## config.mk

```make
export PLATFORM = sky130hd
export DESIGN_NAME = dcache_top
export DESIGN_NICKNAME = d
export VERILOG_FILES = /design/src/source/dcache_pkg.sv /design/src/source/cache_bank.sv /design/src/source/line_beat_counter.sv /design/src/source/dcache_flush_buffer.sv /design/src/source/dcache_tag_store.sv /design/src/source/dcache_ctrl.sv /design/src/source/dcache_top.sv
export SDC_FILE = /design/constraint.sdc
export NUM_CORES = 2
export LEC_CHECK = 0
export BUFFER_PORTS_ARGS = -buffer_cell sky130_fd_sc_hd__buf_2
export CAP_MARGIN = 20
export CORE_MARGIN = 2
export CORE_UTILIZATION = 67
export DETAILED_ROUTE_END_ITERATION = 12
export PLACE_DENSITY_LB_ADDON = 0.05
export SETUP_SLACK_MARGIN = 0.2
export SLEW_MARGIN = 20
export SYNTH_ARGS = -nofsm -noshare
export SYNTH_HDL_FRONTEND = slang
export SYNTH_SLANG_ARGS = --single-unit
```

## constraint.sdc

```tcl
create_clock -name clk -period 9.9 [get_ports clk]
set_clock_uncertainty 0.05 [all_clocks]
set_input_delay 1.98 -clock clk [delete_from_list [all_inputs] [get_ports clk]]
set_output_delay 1.98 -clock clk [all_outputs]
set_load 0.05 [all_outputs]
```

## src/source/dcache_pkg.sv

```systemverilog
// Data cache shared definitions
package dcache_pkg;

	// Address and data sizes
	localparam int ADDR_WIDTH = 16;
	localparam int DATA_WIDTH = 32;

	// Cache geometry
	localparam int INDEX_WIDTH = 4;
	localparam int OFFSET_WIDTH = 2;
	localparam int LINE_WORDS = 1 << OFFSET_WIDTH;
	localparam int NUM_LINES = 1 << INDEX_WIDTH;

	// Two low address bits select the byte in a word
	localparam int TAG_WIDTH = ADDR_WIDTH - INDEX_WIDTH - OFFSET_WIDTH - 2;

	typedef logic [ADDR_WIDTH - 1 : 0] addr_t;
	typedef logic [DATA_WIDTH - 1 : 0] word_t;
	typedef logic [TAG_WIDTH - 1 : 0] tag_t;
	typedef logic [INDEX_WIDTH - 1 : 0] index_t;
	typedef logic [OFFSET_WIDTH - 1 : 0] offset_t;
	typedef logic [LINE_WORDS - 1 : 0] beat_t;

	// Miss handling states
	typedef enum logic [1:0] {
		STATE_READY,
		STATE_FLUSH,
		STATE_WAIT,
		STATE_REFILL
	} dcache_state_t;

endpackage

```

## src/source/cache_bank.sv

```systemverilog
// Synchronous cache storage bank
`timescale 1ns/1ps

module cache_bank #(
	parameter type payload_t = dcache_pkg::word_t
) (
	input  logic                clk,
	input  logic                i_we,
	input  dcache_pkg::index_t  i_waddr,
	input  dcache_pkg::index_t  i_raddr,
	input  payload_t            i_wdata,
	output payload_t            o_rdata
);

	// One entry per cache line
	payload_t mem [dcache_pkg::NUM_LINES];

	always_ff @(posedge clk)
	begin
		if (i_we)
			mem[i_waddr] <= i_wdata;
	end

	// Write-first read, so a fill is visible on the next cycle
	always_ff @(posedge clk)
	begin
		if (i_we && (i_waddr == i_raddr))
			o_rdata <= i_wdata;
		else
			o_rdata <= mem[i_raddr];
	end

endmodule

```

## src/source/line_beat_counter.sv

```systemverilog
// Line beat counter
`timescale 1ns/1ps

module line_beat_counter (
	input  logic                 clk,
	input  logic                 rst_n,
	input  logic                 i_advance,
	output dcache_pkg::beat_t    o_select,
	output dcache_pkg::offset_t  o_beat,
	output logic                 o_last
);

	localparam int W = dcache_pkg::LINE_WORDS;

	always_ff @(posedge clk or negedge rst_n)
	begin
		if (!rst_n)
			o_select <= dcache_pkg::beat_t'(1);
		else if (i_advance)
			o_select <= {o_select[W - 2 : 0], o_select[W - 1]};
	end

	// Binary form of the current beat
	always_comb
	begin
		o_beat = '0;
		for (int i = 0; i < W; i++)
		begin
			if (o_select[i])
				o_beat = dcache_pkg::offset_t'(i);
		end
	end

	assign o_last = o_select[W - 1];

	select_onehot: assert property (@(posedge clk) disable iff (!rst_n)
		$onehot(o_select))
		else $error("%m beat select lost its one-hot form");

endmodule

```

## src/source/dcache_flush_buffer.sv

```systemverilog
// Dirty line flush buffer
`timescale 1ns/1ps

module dcache_flush_buffer (
	input  logic               clk,
	input  logic               i_load,
	input  dcache_pkg::word_t  i_line [dcache_pkg::LINE_WORDS],
	output dcache_pkg::word_t  o_word
);

	localparam int W = dcache_pkg::LINE_WORDS;

	dcache_pkg::word_t shift_words [W];

	always_ff @(posedge clk)
	begin
		if (i_load)
		begin
			for (int i = 0; i < W; i++)
				shift_words[i] <= i_line[i];
		end
		else
		begin
			// Lowest word leaves first
			for (int i = 0; i < W - 1; i++)
				shift_words[i] <= shift_words[i + 1];
		end
	end

	assign o_word = shift_words[0];

endmodule

```

## src/source/dcache_tag_store.sv

```systemverilog
// Data cache tag store
`timescale 1ns/1ps

module dcache_tag_store (
	input  logic                clk,
	input  logic                rst_n,
	input  dcache_pkg::index_t  i_raddr,
	input  dcache_pkg::index_t  i_index,
	input  dcache_pkg::tag_t    i_tag,
	input  logic                i_mark_dirty,
	input  logic                i_fill,
	input  dcache_pkg::index_t  i_fill_index,
	input  dcache_pkg::tag_t    i_fill_tag,
	output logic                o_match,
	output logic                o_victim_dirty,
	output dcache_pkg::tag_t    o_victim_tag
);

	logic [dcache_pkg::NUM_LINES - 1 : 0] valid_bits;
	logic [dcache_pkg::NUM_LINES - 1 : 0] dirty_bits;
	dcache_pkg::tag_t tag_rdata;

	// Tags read through the look-ahead index
	cache_bank #(
		.payload_t (dcache_pkg::tag_t)
	) u_tag_bank (
		.clk,
		.i_we    (i_fill),
		.i_waddr (i_fill_index),
		.i_raddr (i_raddr),
		.i_wdata (i_fill_tag),
		.o_rdata (tag_rdata)
	);

	always_comb
	begin
		o_match = valid_bits[i_index] & (tag_rdata == i_tag);
		o_victim_dirty = valid_bits[i_index] & dirty_bits[i_index];
		o_victim_tag = tag_rdata;
	end

	always_ff @(posedge clk or negedge rst_n)
	begin
		if (!rst_n)
		begin
			valid_bits <= '0;
			dirty_bits <= '0;
		end
		else
		begin
			if (i_mark_dirty)
				dirty_bits[i_index] <= 1'b1;
			// A fresh line is clean
			if (i_fill)
			begin
				valid_bits[i_fill_index] <= 1'b1;
				dirty_bits[i_fill_index] <= 1'b0;
			end
		end
	end

endmodule

```

## src/source/dcache_ctrl.sv

```systemverilog
// Data cache miss controller
`timescale 1ns/1ps

module dcache_ctrl (
	input  logic                clk,
	input  logic                rst_n,
	input  logic                i_req_valid,
	input  logic                i_req_write,
	input  dcache_pkg::addr_t   i_req_addr,
	input  dcache_pkg::addr_t   i_req_addr_next,
	input  dcache_pkg::word_t   i_req_wdata,
	input  logic                i_match,
	input  logic                i_victim_dirty,
	input  dcache_pkg::tag_t    i_victim_tag,
	input  logic                i_beat_last,
	input  dcache_pkg::beat_t   i_beat_select,
	input  logic                i_mem_rd_done,
	input  logic                i_mem_rd_valid,
	input  dcache_pkg::word_t   i_mem_rd_data,
	input  logic                i_mem_wr_done,
	output logic                o_resp_valid,
	output dcache_pkg::index_t  o_index,
	output dcache_pkg::index_t  o_raddr,
	output dcache_pkg::tag_t    o_tag,
	output logic                o_mark_dirty,
	output logic                o_fill,
	output dcache_pkg::index_t  o_fill_index,
	output dcache_pkg::tag_t    o_fill_tag,
	output logic                o_advance,
	output logic                o_load,
	output dcache_pkg::beat_t   o_bank_we,
	output dcache_pkg::index_t  o_bank_waddr,
	output dcache_pkg::index_t  o_bank_raddr,
	output dcache_pkg::word_t   o_bank_wdata,
	output logic                o_mem_rd_go,
	output dcache_pkg::addr_t   o_mem_rd_base,
	output logic                o_mem_wr_go,
	output dcache_pkg::addr_t   o_mem_wr_base,
	output logic                o_mem_wr_valid
);

	localparam int LOW_BITS = dcache_pkg::OFFSET_WIDTH + 2;

	dcache_pkg::dcache_state_t state, next_state;
	dcache_pkg::tag_t req_tag, r_tag;
	dcache_pkg::index_t req_index, next_index, r_index;
	dcache_pkg::offset_t req_offset;
	logic hit, miss, refill_last;

	// Address fields of the current and the look-ahead request
	assign {req_tag, req_index, req_offset} = i_req_addr[dcache_pkg::ADDR_WIDTH - 1 : 2];
	assign next_index = i_req_addr_next[LOW_BITS +: dcache_pkg::INDEX_WIDTH];

	always_comb
	begin
		hit = i_req_valid & i_match & (state == dcache_pkg::STATE_READY);
		miss = i_req_valid & ~i_match & (state == dcache_pkg::STATE_READY);
		refill_last = i_mem_rd_valid & i_beat_last;
	end

	// Commands wait for the matching done
	always_comb
	begin
		next_state = state;
		unique case (state)
			dcache_pkg::STATE_READY:
			begin
				if (miss && i_victim_dirty && i_mem_wr_done)
					next_state = dcache_pkg::STATE_FLUSH;
				else if (miss && !i_victim_dirty && i_mem_rd_done)
					next_state = dcache_pkg::STATE_REFILL;
			end
			dcache_pkg::STATE_FLUSH:
			begin
				if (i_beat_last)
					next_state = dcache_pkg::STATE_WAIT;
			end
			dcache_pkg::STATE_WAIT:
			begin
				if (i_mem_wr_done && i_mem_rd_done)
					next_state = dcache_pkg::STATE_REFILL;
			end
			dcache_pkg::STATE_REFILL:
			begin
				if (refill_last)
					next_state = dcache_pkg::STATE_READY;
			end
		endcase
	end

	always_ff @(posedge clk or negedge rst_n)
	begin
		if (!rst_n)
			state <= dcache_pkg::STATE_READY;
		else
			state <= next_state;
	end

	// Missing line held for the whole miss
	always_ff @(posedge clk)
	begin
		if (miss)
		begin
			r_tag <= req_tag;
			r_index <= req_index;
		end
	end

	always_comb
	begin
		o_resp_valid = hit;
		o_index = req_index;
		o_raddr = next_index;
		o_tag = req_tag;
		o_mark_dirty = hit & i_req_write;
		o_fill = (state == dcache_pkg::STATE_REFILL) & refill_last;
		o_fill_index = r_index;
		o_fill_tag = r_tag;
		o_advance = (state == dcache_pkg::STATE_FLUSH)
			| ((state == dcache_pkg::STATE_REFILL) & i_mem_rd_valid);
		o_load = (state == dcache_pkg::STATE_READY) & (next_state == dcache_pkg::STATE_FLUSH);
	end

	// Refill words take priority over stores
	always_comb
	begin
		o_bank_we = '0;
		if (state == dcache_pkg::STATE_READY)
		begin
			o_bank_wdata = i_req_wdata;
			o_bank_waddr = req_index;
			if (hit && i_req_write)
				o_bank_we[req_offset] = 1'b1;
			if (next_state == dcache_pkg::STATE_FLUSH)
				o_bank_raddr = req_index;
			else
				o_bank_raddr = next_index;
		end
		else
		begin
			o_bank_wdata = i_mem_rd_data;
			o_bank_waddr = r_index;
			if ((state == dcache_pkg::STATE_REFILL) && i_mem_rd_valid)
				o_bank_we = i_beat_select;
			if (next_state == dcache_pkg::STATE_READY)
				o_bank_raddr = next_index;
			else
				o_bank_raddr = r_index;
		end
	end

	always_comb
	begin
		o_mem_wr_go = o_load;
		o_mem_wr_base = {i_victim_tag, req_index, {LOW_BITS{1'b0}}};
		o_mem_wr_valid = state == dcache_pkg::STATE_FLUSH;
		o_mem_rd_go = (state != dcache_pkg::STATE_REFILL)
			& (next_state == dcache_pkg::STATE_REFILL);
		if (state == dcache_pkg::STATE_READY)
			o_mem_rd_base = {req_tag, req_index, {LOW_BITS{1'b0}}};
		else
			o_mem_rd_base = {r_tag, r_index, {LOW_BITS{1'b0}}};
	end

	rd_go_when_done: assert property (@(posedge clk) disable iff (!rst_n)
		o_mem_rd_go |-> i_mem_rd_done)
		else $error("%m read burst issued while memory busy");

	wr_go_when_done: assert property (@(posedge clk) disable iff (!rst_n)
		o_mem_wr_go |-> i_mem_wr_done)
		else $error("%m write burst issued while memory busy");

	state_legal: assert property (@(posedge clk) disable iff (!rst_n)
		state inside {dcache_pkg::STATE_READY, dcache_pkg::STATE_FLUSH,
			dcache_pkg::STATE_WAIT, dcache_pkg::STATE_REFILL})
		else $error("%m illegal miss state");

endmodule

```

## src/source/dcache_top.sv

```systemverilog
// Direct-mapped write-back data cache
`timescale 1ns/1ps

module dcache_top (
	input  logic               clk,
	input  logic               rst_n,
	input  logic               i_req_valid,
	input  logic               i_req_write,
	input  dcache_pkg::addr_t  i_req_addr,
	input  dcache_pkg::addr_t  i_req_addr_next,
	input  dcache_pkg::word_t  i_req_wdata,
	output logic               o_resp_valid,
	output dcache_pkg::word_t  o_resp_rdata,
	output logic               o_mem_rd_go,
	output dcache_pkg::addr_t  o_mem_rd_base,
	input  logic               i_mem_rd_done,
	input  logic               i_mem_rd_valid,
	input  dcache_pkg::word_t  i_mem_rd_data,
	output logic               o_mem_wr_go,
	output dcache_pkg::addr_t  o_mem_wr_base,
	input  logic               i_mem_wr_done,
	output logic               o_mem_wr_valid,
	output dcache_pkg::word_t  o_mem_wr_data
);

	dcache_pkg::index_t tag_index, tag_raddr, fill_index;
	dcache_pkg::index_t bank_waddr, bank_raddr;
	dcache_pkg::tag_t req_tag, victim_tag, fill_tag;
	dcache_pkg::beat_t beat_select, bank_we;
	dcache_pkg::word_t bank_wdata;
	dcache_pkg::word_t bank_rdata [dcache_pkg::LINE_WORDS];
	dcache_pkg::offset_t req_offset;
	logic match, victim_dirty, mark_dirty, fill;
	logic advance, load, beat_last;

	dcache_ctrl u_ctrl (
		.clk,
		.rst_n,
		.i_req_valid,
		.i_req_write,
		.i_req_addr,
		.i_req_addr_next,
		.i_req_wdata,
		.i_match        (match),
		.i_victim_dirty (victim_dirty),
		.i_victim_tag   (victim_tag),
		.i_beat_last    (beat_last),
		.i_beat_select  (beat_select),
		.i_mem_rd_done,
		.i_mem_rd_valid,
		.i_mem_rd_data,
		.i_mem_wr_done,
		.o_resp_valid,
		.o_index        (tag_index),
		.o_raddr        (tag_raddr),
		.o_tag          (req_tag),
		.o_mark_dirty   (mark_dirty),
		.o_fill         (fill),
		.o_fill_index   (fill_index),
		.o_fill_tag     (fill_tag),
		.o_advance      (advance),
		.o_load         (load),
		.o_bank_we      (bank_we),
		.o_bank_waddr   (bank_waddr),
		.o_bank_raddr   (bank_raddr),
		.o_bank_wdata   (bank_wdata),
		.o_mem_rd_go,
		.o_mem_rd_base,
		.o_mem_wr_go,
		.o_mem_wr_base,
		.o_mem_wr_valid
	);

	// Beat number is not needed at this level
	line_beat_counter u_beat (
		.clk,
		.rst_n,
		.i_advance (advance),
		.o_select  (beat_select),
		.o_beat    (),
		.o_last    (beat_last)
	);

	dcache_flush_buffer u_flush (
		.clk,
		.i_load (load),
		.i_line (bank_rdata),
		.o_word (o_mem_wr_data)
	);

	dcache_tag_store u_tags (
		.clk,
		.rst_n,
		.i_raddr        (tag_raddr),
		.i_index        (tag_index),
		.i_tag          (req_tag),
		.i_mark_dirty   (mark_dirty),
		.i_fill         (fill),
		.i_fill_index   (fill_index),
		.i_fill_tag     (fill_tag),
		.o_match        (match),
		.o_victim_dirty (victim_dirty),
		.o_victim_tag   (victim_tag)
	);

	// One bank per word of a line
	for (genvar g = 0; g < dcache_pkg::LINE_WORDS; g++)
	begin : g_data_bank
		cache_bank #(
			.payload_t (dcache_pkg::word_t)
		) u_data_bank (
			.clk,
			.i_we    (bank_we[g]),
			.i_waddr (bank_waddr),
			.i_raddr (bank_raddr),
			.i_wdata (bank_wdata),
			.o_rdata (bank_rdata[g])
		);
	end

	assign req_offset = i_req_addr[2 +: dcache_pkg::OFFSET_WIDTH];
	assign o_resp_rdata = bank_rdata[req_offset];

endmodule

```

Word-level counts from Yosys, hierarchy flattened
Memory sizes are Yosys's and may differ from the RTL's. A register that Yosys moved wholly into a read port is not among the register bits.
Cells that the tools add are included.
{"block": "word_totals", "romBits": 0, "input_bits": 103, "word_cells": 107, "mem_count": 6, "latch_bits": 0, "out_inout_bits": 100, "register_bits": 50, "mem_bits_rw": 2304}
{"memory": "g_data_bank[0].u_data_bank.mem", "depth": 16, "word_bits": 32, "read_ports": 1, "rd_ports_with_merged_regs": 1, "wr": 1, "line_no": "cache_bank.sv:16", "source": "payload_t mem [dcache_pkg::NUM_LINES];"}
{"memory": "g_data_bank[1].u_data_bank.mem", "depth": 16, "word_bits": 32, "read_ports": 1, "rd_ports_with_merged_regs": 1, "wr": 1, "line_no": "cache_bank.sv:16"}
{"memory": "g_data_bank[2].u_data_bank.mem", "depth": 16, "word_bits": 32, "read_ports": 1, "rd_ports_with_merged_regs": 1, "wr": 1, "line_no": "cache_bank.sv:16"}
{"memory": "g_data_bank[3].u_data_bank.mem", "depth": 16, "word_bits": 32, "read_ports": 1, "rd_ports_with_merged_regs": 1, "wr": 1, "line_no": "cache_bank.sv:16"}
{"memory": "u_flush.shift_words", "depth": 4, "word_bits": 32, "read_ports": 4, "rd_ports_with_merged_regs": 0, "wr": 4, "line_no": "dcache_flush_buffer.sv:13", "source": "dcache_pkg::word_t shift_words [W];"}
{"memory": "u_tags.u_tag_bank.mem", "depth": 16, "word_bits": 8, "read_ports": 1, "rd_ports_with_merged_regs": 1, "wr": 1, "line_no": "cache_bank.sv:16"}
{"block": "op_classes", "addsub": 0, "n_bitwise": 22, "magnitude_cmp": 7, "multipliers": 0, "shifts": 0, "n_reduce_logical": 13, "mux": 46, "div_mod_pow": 0, "n_eq_ne": 7}
{"cell": "32-bit two-way mux", "count": 6}
{"cell": "32-bit binary-select mux with 2-bit select", "count": 1}
{"cell": "16-bit two-way mux", "count": 3}
{"cell": "16-bit OR", "count": 2}
{"cell": "4-bit two-way mux", "count": 7}
{"cell": "1-bit two-way mux", "count": 18}
{"cell": "16-bit AND", "count": 1}
{"cell": "16-bit inverter", "count": 1}
{"cell": "1-bit AND", "count": 12}
{"cell": "1-bit logical AND", "count": 10}
{"cell": "4-bit by 5-bit < comparator with 1-bit output, second input constant", "count": 2}
{"cell": "2-bit two-way mux", "count": 5}
{"cell": "1-bit binary-select mux with 4-bit select", "count": 2}
{"cell": "1-bit demux with 4-bit select", "count": 2}
{"cell": "8-bit == test", "count": 1}
{"cell": "4-bit by 1-bit greater-or-equal comparator with 1-bit output, second input constant", "count": 2}
{"cell": "2-bit case mux with 4 select lines", "count": 1}
{"cell": "2-bit == test, second input constant", "count": 3}
{"cell": "2-bit by 1-bit == test with 1-bit output, second input constant", "count": 2}
{"cell": "2-bit logical NOT", "count": 2}
{"cell": "1-bit OR", "count": 4}
{"cell": "3-bit greater-or-equal comparator, second input constant", "count": 1}
{"cell": "2-bit by 3-bit < comparator with 1-bit output, second input constant", "count": 1}
{"cell": "2-bit inverter with 3-bit output", "count": 1}
{"cell": "5 further kinds", "count": 5}

Longest topological paths before layout
{"block": "logic_depth", "word_depth": 16, "mapped_depth": 13, "depth_no_buf": 8}

Modules after synthesis
Synthesis repeated with hierarchy kept, for this count alone.
{"block": "hier_totals", "cells_unflattened": 4174, "area_unflattened_um2": 90832.1}
{"mod": "cache_bank at g_data_bank[1].u_data_bank ...", "area_per_inst_um2": 19293.5, "cells_each": 810, "seq_area_each_um2": 15454.8, "instances": 3}
{"mod": "cache_bank at g_data_bank[0].u_data_bank", "area_per_inst_um2": 19274.7, "cells_each": 810, "seq_area_each_um2": 15454.8, "instances": 1}
{"mod": "cache_bank at u_tags.u_tag_bank", "area_per_inst_um2": 5067.4, "cells_each": 225, "seq_area_each_um2": 3923.8, "instances": 1}
{"mod": "dcache_flush_buffer", "area_per_inst_um2": 4485.6, "cells_each": 267, "seq_area_each_um2": 2882.8, "instances": 1}
{"mod": "dcache_tag_store", "area_per_inst_um2": 1582.8, "cells_each": 147, "seq_area_each_um2": 800.8, "instances": 1}
{"mod": "dcache_ctrl", "area_per_inst_um2": 1557.7, "cells_each": 243, "seq_area_each_um2": 410.4, "instances": 1}
{"mod": "dcache_top", "area_per_inst_um2": 814.5, "cells_each": 39, "seq_area_each_um2": 0.0, "instances": 1}
{"mod": "line_beat_counter", "area_per_inst_um2": 168.9, "cells_each": 13, "seq_area_each_um2": 101.3, "instances": 1}

Worst setup path after synthesis
OpenSTA, ideal clock, no wires.
{"block": "synth_path", "path_type": "input-to-output", "from": "input i_req_addr[4]", "to": "output o_mem_wr_go", "n_path_buf": 4, "arrival_ns": 4.412, "slack_ns": 3.458, "t_required_ns": 7.870, "stages": 11, "cell_sequence": "buf_2 > mux4_2 > a22oi_1 > nand3_1 > a21boi_0 > and4_1 > clkbuf_1 > a211o_4 > inv_2 > buf_6 > buf_6"}
{"block": "synth_via", "elab_chain_cells": 13, "elab_cells_between_ends": 19, "cone_classes": "1 x eq/ne; 7 x mux; 6 x bitwise; 5 x reduce/logical"}
{"item": "from (decl)", "line_no": "dcache_top.sv:9", "source": "input dcache_pkg::addr_t i_req_addr,"}
{"item": "1-bit binary-select mux with 4-bit select", "line_no": "dcache_tag_store.sv:37, dcache_tag_store.sv:38"}
{"item": "1-bit two-way mux (not written as such)", "line_no": "dcache_tag_store.sv:37, dcache_tag_store.sv:38"}
{"item": "1-bit AND", "line_no": "dcache_tag_store.sv:37", "source": "o_match = valid_bits[i_index] & (tag_rdata == i_tag);"}
{"item": "1-bit inverter", "line_no": "dcache_ctrl.sv:57", "source": "miss = i_req_valid & ~i_match & (state == dcache_pkg::STATE_READY);"}
{"item": "1-bit AND (2 in a row)", "line_no": "dcache_ctrl.sv:57"}
{"item": "1-bit logical AND (2 in a row)", "line_no": "dcache_ctrl.sv:70", "source": "else if (miss && !i_victim_dirty && i_mem_rd_done)"}
{"item": "2-bit two-way mux", "line_no": "dcache_ctrl.sv:70"}
{"item": "2-bit two-way mux (*)", "line_no": "dcache_ctrl.sv:68", "source": "if (miss && i_victim_dirty && i_mem_wr_done)"}
{"item": "2-bit case mux with 4 select lines (*)", "line_no": "dcache_ctrl.sv:65", "source": "unique case (state)"}
{"item": "2-bit by 1-bit == test with 1-bit output (*)", "line_no": "dcache_ctrl.sv:121", "source": "o_load = (state == dcache_pkg::STATE_READY) & (next_state == dcache_pkg::STATE_FLUSH);"}
{"item": "1-bit AND (*)", "line_no": "dcache_ctrl.sv:121"}
{"item": "to (decl)", "line_no": "dcache_top.sv:19", "source": "output logic o_mem_wr_go,"}
Mark *: on every way between the ends. The rest lies on a longest branch, timed or not. The select of a mux whose other input is x is not followed.

Worst setup path in the final report
Ends and elaborated chain as after synthesis.

==> results_dict.tcl <==
set metrics [dict create \
    tritoncts "done" \
    min_period_ps 7757 \
    vdd_drop_max_v 0.0002609 \
    cts-root-buf "clkbuf_16" \
    critPathRequiredTime_ps 7870 \
    grt.busiest_layer "met2" \
    yosysTopAreaCellShare_pct 73.63 \
    synth_seq_area_share_pct 76.98 \
    dr.pass1.iters 6 \
    status "finished clean" \
    maxCapViolations 0 \
    yosys_warnings 0 \
    numCtsBuffers 218 \
    ant_nets 0 \
    fin_util_pct 75.52 \
    synthArstFlopShare_pct 1.609 \
    hpwl_um 119700 \
    finalSetupTns_ps 0 \
    die_h_um 371.6 \
    syn-cell-area_sq_mm 0.09054 \
    grt_pass1_wl_um 315400 \
    grt_antenna_before_repair 12 \
    synthDistinctLibCells 54 \
    met1_usage_pct 47.43 \
    avgSynthCellArea_sq_um 23.56 \
    viasPerCell 7.128 \
    hp-class "reg -> reg" \
    synth_flop_cell "edfxtp_1" \
    cts_htree_levels 4 \
    cts_max_path_buffers 3 \
    drive_above_1_share_pct 35.71 \
    cts_resized 0 \
    worstPathArrival_ps 5730 \
    clk_pin_slew_ps 60 \
    cts_setup_buffers 0 \
    start_kind "input pin" \
    synth_area_leader_cell "edfxtp_1" \
    gp_congestion 0.8609 \
    period_share_pct 78.36 \
    grtUsageMet3_pct 7.206 \
    synthCells 3843 \
    p_leak_uw 0.03204 \
    tightest_slew_ps 1113 \
    crit_fanout 73 \
    area_delta_synth_final_pct 11.61 \
    insertion_delay_ps 830 \
    fill_cells 6912 \
    overflow 0 \
    rows 134 \
    wire_per_inst_um 36.60 \
    final_common_cell "edfxtp_1" \
    nets 4219 \
    layout_common_cells "edfxtp_1 (2220), mux4_2 (693), clkbuf_16 (223)" \
    dieArea_sq_mm 0.1381 \
    grt_setup_unrepaired "false" \
    r2r_slack_ps 4580 \
    grt_start_max_net_pins 150 \
    ys_seq_elements 2362 \
    synthTopCellsByArea "edfxtp_1 (74%), mux4_2 (17%), dfxtp_1 (2.3%)" \
    postCtsHoldBufs 0 \
    p_per_area_mw_per_mm2 191.7 \
    numPortBuffers 180 \
    start_util_pct 67.67 \
    crit_type "in -> out" \
    end_kind "primary output" \
    use_met2_pct 52.30 \
    max_freq_ghz 0.1289 \
    slew_headroom_pct 25.50 \
    pin_count 203 \
    drc 0 \
    setup_violations 0 \
    drt_iter0_markers 6022 \
    vias 43314 \
    grt_util_all_layers_pct 33.05 \
    grt_pass1_vias 43765 \
    timing_hold_violations_final 0 \
    drt_wl_total_um 222400 \
    drv_slew 0 \
    die_width_um 371.6 \
    synth_edf_count 2220 \
    core_sq_mm 0.1338 \
    numClockSinks 2362 \
]
==> Yosys cell counts, types with 2 or more instances <==
| master | n |
|---|---|
| mux2_4 | 29 |
| and3_1 | 7 |
| mux4_2 | 693 |
| a2111oi_0 | 4 |
| a31oi_1 | 4 |
| xnor2_1 | 9 |
| or3_1 | 3 |
| and2_1 | 9 |
| nand3_1 | 8 |
| o41ai_1 | 4 |
| mux2_2 | 114 |
| xor2_1 | 3 |
| nand2_1 | 36 |
| o31ai_1 | 12 |
| o22ai_1 | 2 |
| a211oi_1 | 28 |
| a22o_1 | 3 |
| or2_2 | 18 |
| buf_2 | 19 |
| clkbuf_1 | 123 |
| nand4_1 | 2 |
| nor3_1 | 5 |
| buf_4 | 45 |
| a21oi_1 | 25 |
| nor2_1 | 100 |
| buf_6 | 5 |
| o21ai_0 | 15 |
| dfxtp_1 | 104 |
| dfrtp_1 | 37 |
| edfxtp_1 | 2220 |
| mux2i_1 | 29 |
| nand2b_1 | 12 |
| buf_1 | 54 |
| nor2b_1 | 29 |
| inv_1 | 8 |
| a22oi_1 | 7 |
==> metal layers <==
| metal | wire [um] | vias up |
|---|---|---|
| met3 | 25350 | 454 |
| met4 | 7085 | 4 |
| met5 | 27 | - |
| met2 | 108600 | 2950 |
| li1 | - | 16856 |
| met1 | 81330 | 23050 |
==> area by class of cell <==
cell class / instances / area, sq um / share of cell area [%]
Antenna cell: 5 / 12.51 / 0.01238
Clock buffer: 288 / 5914 / 5.853
Clock inverter: 120 / 975.9 / 0.9658
Inverter: 10 / 42.54 / 0.04210
Multi-Input combinational cell: 1232 / 20310 / 20.10
Sequential cell: 2362 / 69710 / 68.99
Tap cell: 1768 / 2212 / 2.189
Timing Repair Buffer: 292 / 1868 / 1.849
==> sequential cells by signal, summed over array words and instances (netlist names), named ones only <==
signal	cells
u_ctrl.o_fill_index	4
u_tags.valid_bits	16
u_tags.u_tag_bank.mem	128
u_flush.shift_words	128
u_ctrl.o_fill_tag	8
g_data_bank.u_data_bank.mem	2048
u_tags.dirty_bits	16
u_ctrl.state	2
u_beat.o_select	4
==> critical path, cell delays in order <==
cell and delay (ps):
buf_2 420, mux4_2 580, a22oi_1 190, nand3_1 230, a21boi_0 190, and4_1 500, a211o_4 490, inv_6 560
buf_2 420
==> metrics by stage <==
stage | cells | instance area, sq um | total power [uW] | setup WS [ps] | hold slack (ps)
after global routing | 6075 | 101000 | 19830 | 2069 | 417.8
after floorplan | 3850 | 90560 | 11320 | 3458 | 383.7
final | 6077 | 101000 | 19370 | 2143 | 404.2
after global placement | 5663 | 94030 | 11440 | 2250 | 388.2
after CTS | 6071 | 100900 | 19440 | 2252 | 409.3
after detailed placement | 5663 | 94030 | 11460 | 2243 | 394.1
==> where the power goes <==
part           total (uW)  leakage (uW)  switching [uW]  internal, uW
Combinational         343       0.00732             270          73.3
Clock                8110       0.00338            3560          4560
Sequential          10900        0.0213            2.87         10900
Total               19400        0.0320            3830         15500
==> path summary, 6_finish.rpt <==
check                                                   start                                               end  depth (start not counted)
hold reg to reg            u_flush.shift_words[0][82]$_DFF_P_                u_flush.shift_words[0][50]$_DFF_P_                          1
hold / removal             u_flush.shift_words[0][82]$_DFF_P_                u_flush.shift_words[0][50]$_DFF_P_                          1
setup / recovery                                i_req_addr[4]                                       o_mem_wr_go                          9
setup reg to reg                                    flip-flop  g_data_bank[0].u_data_bank.mem[13][13]$_DFFE_PP_                         10
max in group asynchronous                               rst_n                  u_tags.valid_bits[0]$_DFFE_PN0P_                          1
min in group asynchronous                               rst_n                         u_ctrl.state[0]$_DFF_PN0_                          1
==> logic make-up (layout without fill, tap and decap cells) <==
logic type / Yosys count / in the layout / share of synthesized area (%)
xor+xnor: 12 / 12 / 0.1161
other cells: 1 / 13 / 0.004142
compound gates: 113 / 113 / 0.8707
mux: 866 / 866 / 19.48
simple gates: 233 / 233 / 1.227
flops: 2362 / 2362 / 76.98
buf+inv: 256 / 710 / 1.316
Note: power is estimated with default switching activity, not from simulation.
